`src/verilog/demosaic_defines.svh`:
```
`ifndef DEMOSAIC_DEFINES_SVH
`define DEMOSAIC_DEFINES_SVH

// Raw sample and colour channel width
`define DEMOSAIC_PIXEL_WIDTH 10

// Line buffer depth, widest row accepted
`define DEMOSAIC_MAX_COLS 64

// Must cover DEMOSAIC_MAX_COLS-1
`define DEMOSAIC_COL_WIDTH 6

`endif

```
`src/verilog/demosaic_pkg.sv`:
```
package demosaic_pkg;

   typedef enum logic [2:0] {
      dtype_frame_start = 3'd0,
      dtype_row_start   = 3'd1,
      dtype_pixel       = 3'd2,
      dtype_row_end     = 3'd3,
      dtype_frame_end   = 3'd4
   } dtype_t;

   // Encoded as {row phase, column phase}
   typedef enum logic [1:0] {
      site_r  = 2'd0,
      site_g1 = 2'd1,
      site_g2 = 2'd2,
      site_b  = 2'd3
   } cfa_site_t;

   typedef enum logic [1:0] {
      seq_idle  = 2'd0,
      seq_frame = 2'd1,
      seq_row   = 2'd2
   } seq_state_t;

endpackage

```
`src/verilog/column_counter.sv`:
```
`timescale 1ns/1ps
`include "demosaic_defines.svh"

module column_counter import demosaic_pkg::*; (
   input  logic                           clk,
   input  logic                           resetb,
   input  logic                           dvi,
   input  logic                           enable,
   input  dtype_t                         dtypei,
   output logic [`DEMOSAIC_COL_WIDTH-1:0] col,
   output logic                           row_ge2,
   output logic                           col_ge2
);

   logic                           accept;
   logic [`DEMOSAIC_COL_WIDTH-1:0] col_next;
   logic [1:0]                     row_cnt;   // Saturates at 2

   assign accept   = dvi & enable;
   assign col_next = col + 1'b1;

   always_ff @(posedge clk or negedge resetb) begin
      if (!resetb) begin
         col     <= '0;
         row_cnt <= 2'd0;
         row_ge2 <= 1'b0;
         col_ge2 <= 1'b0;
      end else if (accept) begin
         case (dtypei)
            dtype_frame_start: begin
               row_cnt <= 2'd0;
               row_ge2 <= 1'b0;
            end
            dtype_row_start: begin
               col     <= '0;
               col_ge2 <= 1'b0;
            end
            dtype_pixel: begin
               col     <= col_next;
               col_ge2 <= (col_next >= 2);
            end
            dtype_row_end: begin
               if (row_cnt != 2'd2) row_cnt <= row_cnt + 2'd1;
               row_ge2 <= (row_cnt >= 2'd1);   // Value after this row end
            end
            default: ;
         endcase
      end
   end

endmodule

```
`src/verilog/kernel.sv`:
```
`timescale 1ns/1ps
`include "demosaic_defines.svh"

module kernel import demosaic_pkg::*; (
   input  logic                             clk,
   input  logic                             resetb,
   input  logic                             dvi,
   input  logic                             enable,
   input  dtype_t                           dtypei,
   input  logic [`DEMOSAIC_PIXEL_WIDTH-1:0] datai,
   input  logic [`DEMOSAIC_COL_WIDTH-1:0]   col,
   input  logic                             row_ge2,
   input  logic                             col_ge2,
   output logic                             kdv,
   output dtype_t                           kdtype,
   output logic [`DEMOSAIC_PIXEL_WIDTH-1:0] k00,
   output logic [`DEMOSAIC_PIXEL_WIDTH-1:0] k01,
   output logic [`DEMOSAIC_PIXEL_WIDTH-1:0] k02,
   output logic [`DEMOSAIC_PIXEL_WIDTH-1:0] k10,
   output logic [`DEMOSAIC_PIXEL_WIDTH-1:0] k11,
   output logic [`DEMOSAIC_PIXEL_WIDTH-1:0] k12,
   output logic [`DEMOSAIC_PIXEL_WIDTH-1:0] k20,
   output logic [`DEMOSAIC_PIXEL_WIDTH-1:0] k21,
   output logic [`DEMOSAIC_PIXEL_WIDTH-1:0] k22
);

   // line_new holds the previous row, line_old the one above it
   logic [`DEMOSAIC_PIXEL_WIDTH-1:0] line_new [0:`DEMOSAIC_MAX_COLS-1];
   logic [`DEMOSAIC_PIXEL_WIDTH-1:0] line_old [0:`DEMOSAIC_MAX_COLS-1];
   logic [`DEMOSAIC_PIXEL_WIDTH-1:0] top_px;
   logic [`DEMOSAIC_PIXEL_WIDTH-1:0] mid_px;
   logic                             accept;
   logic                             pix;
   logic                             fwd;

   assign accept = dvi & enable;
   assign pix    = accept && (dtypei == dtype_pixel);
   assign top_px = line_old[col];
   assign mid_px = line_new[col];

   // Border drop
   always_comb begin
      case (dtypei)
         dtype_pixel:     fwd = row_ge2 & col_ge2;
         dtype_row_start: fwd = row_ge2;
         dtype_row_end:   fwd = row_ge2;
         default:         fwd = 1'b1;
      endcase
   end

   always_ff @(posedge clk) begin
      if (pix) begin
         line_new[col] <= datai;
         line_old[col] <= mid_px;   // Row ages by one
      end
   end

   // Newest column enters on the right
   always_ff @(posedge clk) begin
      if (pix) begin
         k00 <= k01;
         k01 <= k02;
         k02 <= top_px;
         k10 <= k11;
         k11 <= k12;
         k12 <= mid_px;
         k20 <= k21;
         k21 <= k22;
         k22 <= datai;
      end
   end

   always_ff @(posedge clk or negedge resetb) begin
      if (!resetb) begin
         kdv    <= 1'b0;
         kdtype <= dtype_frame_start;
      end else begin
         kdv <= accept & fwd;
         if (accept) begin
            kdtype <= dtypei;
         end
      end
   end

endmodule

```
`src/verilog/frame_sequencer.sv`:
```
`timescale 1ns/1ps

module frame_sequencer import demosaic_pkg::*; (
   input  logic      clk,
   input  logic      resetb,
   input  logic      kdv,
   input  dtype_t    kdtype,
   input  logic [1:0] phase,
   output cfa_site_t site
);

   seq_state_t state;
   logic       row_phase;
   logic       col_phase;

   // Valid in the same cycle as the pixel
   assign site = cfa_site_t'({row_phase, col_phase});

   always_ff @(posedge clk or negedge resetb) begin
      if (!resetb) begin
         state     <= seq_idle;
         row_phase <= 1'b0;
         col_phase <= 1'b0;
      end else if (kdv) begin
         case (kdtype)
            dtype_frame_start: begin
               state     <= seq_frame;
               row_phase <= phase[1];
            end
            dtype_row_start: begin
               if (state != seq_idle) begin
                  state     <= seq_row;
                  col_phase <= phase[0];
               end
            end
            dtype_pixel: begin
               if (state == seq_row) col_phase <= ~col_phase;
            end
            dtype_row_end: begin
               if (state == seq_row) begin
                  state     <= seq_frame;
                  row_phase <= ~row_phase;
               end
            end
            dtype_frame_end: begin
               state <= seq_idle;
            end
            default: ;
         endcase
      end
   end

endmodule

```
`src/verilog/interp_ed.sv`:
```
`timescale 1ns/1ps
`include "demosaic_defines.svh"

module interp_ed import demosaic_pkg::*; (
   input  logic                             clk,
   input  logic                             resetb,
   input  logic                             kdv,
   input  dtype_t                           kdtype,
   input  logic [`DEMOSAIC_PIXEL_WIDTH-1:0] k00,
   input  logic [`DEMOSAIC_PIXEL_WIDTH-1:0] k01,
   input  logic [`DEMOSAIC_PIXEL_WIDTH-1:0] k02,
   input  logic [`DEMOSAIC_PIXEL_WIDTH-1:0] k10,
   input  logic [`DEMOSAIC_PIXEL_WIDTH-1:0] k11,
   input  logic [`DEMOSAIC_PIXEL_WIDTH-1:0] k12,
   input  logic [`DEMOSAIC_PIXEL_WIDTH-1:0] k20,
   input  logic [`DEMOSAIC_PIXEL_WIDTH-1:0] k21,
   input  logic [`DEMOSAIC_PIXEL_WIDTH-1:0] k22,
   input  cfa_site_t                        site,
   output logic                             dvo,
   output dtype_t                           dtypeo,
   output logic [`DEMOSAIC_PIXEL_WIDTH-1:0] r,
   output logic [`DEMOSAIC_PIXEL_WIDTH-1:0] g,
   output logic [`DEMOSAIC_PIXEL_WIDTH-1:0] b
);

   localparam int PW = `DEMOSAIC_PIXEL_WIDTH;

   // Rounded mean of two samples
   function automatic logic [PW-1:0] avg2(input logic [PW-1:0] x0, input logic [PW-1:0] x1);
      logic [PW:0] sum;
      sum = {1'b0, x0} + {1'b0, x1} + 1'b1;
      return sum[PW:1];
   endfunction

   function automatic logic [PW-1:0] absdiff(input logic [PW-1:0] x0, input logic [PW-1:0] x1);
      return (x0 > x1) ? x0 - x1 : x1 - x0;
   endfunction

   logic [PW-1:0] kvert, khorz, kdiag, kanti;
   logic [PW-1:0] dvert, dhorz, ddiag, danti;
   logic [PW-1:0] kplus, kdiamond;

   assign kvert = avg2(k01, k21);
   assign khorz = avg2(k10, k12);
   assign kdiag = avg2(k00, k22);
   assign kanti = avg2(k20, k02);
   assign dvert = absdiff(k01, k21);
   assign dhorz = absdiff(k10, k12);
   assign ddiag = absdiff(k00, k22);
   assign danti = absdiff(k20, k02);

   // Smaller gradient wins, ties go to vertical and main diagonal
   assign kplus    = (dvert > dhorz) ? khorz : kvert;
   assign kdiamond = (ddiag > danti) ? kanti : kdiag;

   always_ff @(posedge clk or negedge resetb) begin
      if (!resetb) begin
         dvo    <= 1'b0;
         dtypeo <= dtype_frame_start;
         r      <= '0;
         g      <= '0;
         b      <= '0;
      end else begin
         dvo    <= kdv;
         dtypeo <= kdtype;
         if (kdv && kdtype == dtype_pixel) begin
            case (site)
               site_r: begin
                  r <= k11;
                  g <= kplus;
                  b <= kdiamond;
               end
               site_g1: begin
                  r <= khorz;   // Red neighbours left and right
                  g <= k11;
                  b <= kvert;
               end
               site_g2: begin
                  r <= kvert;
                  g <= k11;
                  b <= khorz;
               end
               default: begin
                  r <= kdiamond;
                  g <= kplus;
                  b <= k11;
               end
            endcase
         end
      end
   end

endmodule

```
`src/verilog/demosaic_top.sv`:
```
`timescale 1ns/1ps
`include "demosaic_defines.svh"

module demosaic_top import demosaic_pkg::*; (
   input  logic                             clk,
   input  logic                             resetb,
   input  logic                             enable,
   input  logic                             dvi,
   input  dtype_t                           dtypei,
   input  logic [`DEMOSAIC_PIXEL_WIDTH-1:0] datai,
   input  logic [1:0]                       phase,
   output logic                             dvo,
   output dtype_t                           dtypeo,
   output logic [`DEMOSAIC_PIXEL_WIDTH-1:0] r,
   output logic [`DEMOSAIC_PIXEL_WIDTH-1:0] g,
   output logic [`DEMOSAIC_PIXEL_WIDTH-1:0] b
);

   logic [`DEMOSAIC_COL_WIDTH-1:0]   col;
   logic                             row_ge2, col_ge2;
   logic                             kdv;
   dtype_t                           kdtype;
   logic [`DEMOSAIC_PIXEL_WIDTH-1:0] k00, k01, k02, k10, k11, k12, k20, k21, k22;
   cfa_site_t                        site;

   column_counter column_counter_i (
      .clk(clk), .resetb(resetb), .dvi(dvi), .enable(enable), .dtypei(dtypei),
      .col(col), .row_ge2(row_ge2), .col_ge2(col_ge2)
   );

   kernel kernel_i (
      .clk(clk), .resetb(resetb), .dvi(dvi), .enable(enable), .dtypei(dtypei),
      .datai(datai), .col(col), .row_ge2(row_ge2), .col_ge2(col_ge2),
      .kdv(kdv), .kdtype(kdtype),
      .k00(k00), .k01(k01), .k02(k02), .k10(k10), .k11(k11), .k12(k12),
      .k20(k20), .k21(k21), .k22(k22)
   );

   frame_sequencer frame_sequencer_i (
      .clk(clk), .resetb(resetb), .kdv(kdv), .kdtype(kdtype), .phase(phase), .site(site)
   );

   interp_ed interp_ed_i (
      .clk(clk), .resetb(resetb), .kdv(kdv), .kdtype(kdtype),
      .k00(k00), .k01(k01), .k02(k02), .k10(k10), .k11(k11), .k12(k12),
      .k20(k20), .k21(k21), .k22(k22), .site(site),
      .dvo(dvo), .dtypeo(dtypeo), .r(r), .g(g), .b(b)
   );

endmodule

```
`config.mk`:
```
export PLATFORM = sky130hd
export DESIGN_NAME = demosaic_top
export DESIGN_NICKNAME = d
export VERILOG_FILES = /design/src/verilog/demosaic_pkg.sv /design/src/verilog/column_counter.sv /design/src/verilog/kernel.sv /design/src/verilog/frame_sequencer.sv /design/src/verilog/interp_ed.sv /design/src/verilog/demosaic_top.sv
export VERILOG_INCLUDE_DIRS = /design/src /design/src/verilog
export SDC_FILE = /design/constraint.sdc
export NUM_CORES = 2
export LEC_CHECK = 0
export BUFFER_PORTS_ARGS = -buffer_cell sky130_fd_sc_hd__clkbuf_2
export CORE_UTILIZATION = 53
export CTS_CLUSTER_DIAMETER = 120
export CTS_CLUSTER_SIZE = 28
export DETAILED_ROUTE_END_ITERATION = 16
export HOLD_SLACK_MARGIN = 0.08
export PLACE_DENSITY = 0.77
export SYNTH_ARGS = -nofsm -noshare
export SYNTH_HDL_FRONTEND = slang
export SYNTH_SLANG_ARGS = --single-unit
```
`constraint.sdc`:
```
create_clock -name clk -period 5 [get_ports clk]
set_clock_uncertainty 0.05 [all_clocks]
set_input_delay 1.5 -clock clk [delete_from_list [all_inputs] [get_ports clk]]
set_output_delay 1.5 -clock clk [all_outputs]
set_load 0.05 [all_outputs]
```
==> metrics.txt <==
Syn. warnings=0; slowest stage delay, CP=0.42 ns; Sw Pwr=6.74 mW; startpoint types=flop; CTS Sinks=1422; WL met1=between 50000 and 60000 µm; grt ovf=0; Die Ht=between 300 and 400 µm; Max Root-Sink Buffers=3; Final Routed Wirelength=about 150000 µm; Mapped Cells=around 3600; share of layout cells above drive strength 1=12.1%; sw frac=approximately 28%; clock root buffer=clkbuf_16; Initial DRT Pass Iterations=10; post-route ant nets=0; Hold Vio Cnt, Final=0; Worst Hold Launch=kernel_i.kdv; most frequent cells in the layout=edfxtp_1 (1370), a22oi_1 (436), buf_4 (205); Logic pwr share=between 15 and 20%; DIE AREA=about 0.11 mm²; DR top layer=met5; DP Wirelength=between 90000 and 100000 µm; Num CTS Buffers=between 50 and 60; Final period util=roughly 94%; maximum number of pins on one net before global-route repair=77; R2R depth=21; met2 wire length=70700 µm; Setup CP Type=reg -> reg; Ports=53; sequential power share=roughly three fifths; setup_tns=0 ns; Synth Register Bits=~1400; Placeable Area=0.107 mm²; CTS tree=done; FF-to-FF Start=kernel_i.k01[0]; vias in the first global route=about 33000; Min Clock Period, post-route=4.72 ns; main area contributors after synthesis=edfxtp_1 (72%), a22oi_1 (5.7%), ha_1 (3.1%), dfrtp_1 (2.3%), a221oi_1 (1.8%); multi-input logic area=0.0138 mm²; post-synthesis sequential area ratio=approximately 74%; via count=34900; Synthesized Nets=about 3800; worst reg2reg path endpoint=interp_ed_i.g[7]; # DRC=0; Peak Freq=~0.21 GHz; filler instances=between 7000 and 8000; initial antenna violation count=3; GP Congestion=roughly 0.97; area grow syn2layout=8.54%; Rows=120; Max Cap Viol=0; layout net count=3911; Crit. End Element=flop; syn avg cell area=~16 µm²; IO Port Bufs=52; PnR Total Power=roughly 24 mW; WL/cell=29.5 µm; Post-Layout Cell Count=5164; Crit-path slowest cell=fa_1; Mapped Area=0.0573 mm²; gr usage total=~28%; CP cell instances=inv_1, ha_1, inv_1, fa_1, a211oi_2, o21ai_2, a211o_1, and2_4, a2111oi_2, o221ai_1, mux2i_1, nor4_2, ha_1, nand4_1, o32ai_1, a31oi_1, buf_4, buf_4, mux2i_1, o21ai_0, o21a_1; CTS H-tree lvls=2; relative slew slack=between 10% and 20%; pre-CTS WS=0.155 ns; cell accounting for the most synthesized area=edfxtp_1; Power Dens Cells=~380 mW/mm²; Clock Latency Late Sink=~0.72 ns; commonest non-fill, non-tap cell in the layout=edfxtp_1; FF-to-FF setup slack=about 0.28 ns; Hold EP=interp_ed_i.dvo; cell internal pwr=around 17 mW; Netlist cell types=between 70 and 80; Slew Limit Fails=0; Final Setup Violations=0; HP Class=reg -> reg; Worst-path clk slew=~0.11 ns; first-pass GRT wire length=221000 µm; DIE WIDTH=around 330 µm; status=finished, final reports clean; final worst slack=around 0.28 ns; Max rail drop VDD=~0.00043 V; starting DRC count in detailed routing=just under 5000; starting density of the core=a little over half; Tightest Pin Transition=~1.3 ns; Clock power frac=around a quarter; Yosys top cell area share=between 70 and 80%; async set-reset flop share out of synthesis=3.66%; Top FF cell, synth=edfxtp_1; Placed Cells=5076; number of cells on the worst hold path=0; critical path data arrival time=5.28 ns; Hold Buf Count CTS=0; number of enable flip-flop cells after synthesis=roughly 1400; Crit Path Max Fanout=11; Worst EP required=approximately 5.6 ns; Lkg Pwr=slightly above 20 nW; area taken by flip-flops and latches=roughly 0.042 mm²; met3 WL=18300 µm; worst hold slack=about 0.42 ns; routed vias/inst=roughly 6.8
## power by group through the flow
stage                     Clock, mW  Sequential, mW  Combinational (mW)
after detailed placement          0            14.2                4.15
after global placement            0            14.2                4.05
after floorplan                   0            14.7                1.98
after global routing           5.99            14.0                4.46
final                          5.61            13.9                4.26
after CTS                      5.62            13.9                4.17
## cell usage after synthesis (all sizes together) (52+ instances only)
library cell,n
a22o,105
clkbuf,145
nor2,141
a21oi,138
nand4,67
buf,66
ha,144
a31oi,100
inv,137
dfrtp,52
xnor2,57
o21ai,87
a221oi,120
nand2,85
edfxtp,1370
a22oi,436
## timing repair
| item | 4_1_cts | 5_1_grt |
|---|---|---|
| buffers inserted | 0 | 4 |
| resized for setup | 0 | 11 |
| endpoints found under the setup margin | 0 | 21 |
## logic make-up after synthesis
kind of cell,after synthesis,synth area share (%)
compound gates,1133,14.3
xor+xnor,63,0.962
fa+ha+maj,156,3.56
buf+inv,349,2.44
flops,1422,74.0
mux,52,0.949
simple gates,440,3.75
## metal layers
metal | vias to the layer above | track usage, %
li1 | 14800 | -
met1 | 17400 | 38.3
met2 | 2491 | 43.5
met3 | 328 | 4.90
met4 | 4 | 11.2
met5 | - | 0
## critical path: cells and delay by family, from the launching register on
family          cells  cell delay [ns]
simple gates        3             0.42
flops               1             0.40
compound gates      9             2.05
mux                 2             0.31
fa+ha+maj           3             0.88
buf+inv             4             0.51
## through the flow
step	area (µm²)	utilization, %
floorplan	57300	-
global route	62200	58.1
detailed placement	60500	56.5
finish	62200	58.1
CTS	62200	58.0
global placement	60500	56.5
## registers in the layout, indices dropped and copies added (netlist names), 2 cells and up
| register | flops |
|---|---|
| kernel_i.k20 | 10 |
| column_counter_i.row_cnt | 2 |
| kernel_i.k00 | 10 |
| interp_ed_i.r | 10 |
| kernel_i.line_old | 640 |
| kernel_i.k12 | 10 |
| frame_sequencer_i.state | 2 |
| kernel_i.line_new | 640 |
| interp_ed_i.g | 10 |
| column_counter_i.col | 6 |
| kernel_i.k11 | 10 |
| kernel_i.k01 | 10 |
| kernel_i.k10 | 10 |
| kernel_i.kdtype | 3 |
| kernel_i.k02 | 10 |
| interp_ed_i.b | 10 |
| kernel_i.k22 | 10 |
| kernel_i.k21 | 10 |
| interp_ed_i.dtypeo | 3 |
## layout make-up
cell class,instances,share of cell area (%)
inverter,137,0.830
tap,1403,2.82
timing repair buffer,274,3.44
clock buffer,74,2.43
sequential,1422,68.2
antenna,4,0.0161
multi-input combinational,1844,22.1
clock inverter,6,0.161
## worst max-delay path by stage
stage	from	endpoint
final	kernel_i.k01[0]	interp_ed_i.g[7]
after global routing	kernel_i.k01[0]	interp_ed_i.g[7]
after CTS	kernel_i.k10[0]	interp_ed_i.g[4]
after detailed placement	kernel_i.k01[0]	interp_ed_i.g[4]
after global placement	kernel_i.k01[0]	interp_ed_i.g[4]
after floorplan	kernel_i.k01[0]	interp_ed_i.g[2]
(Power assumes the default switching activity.)
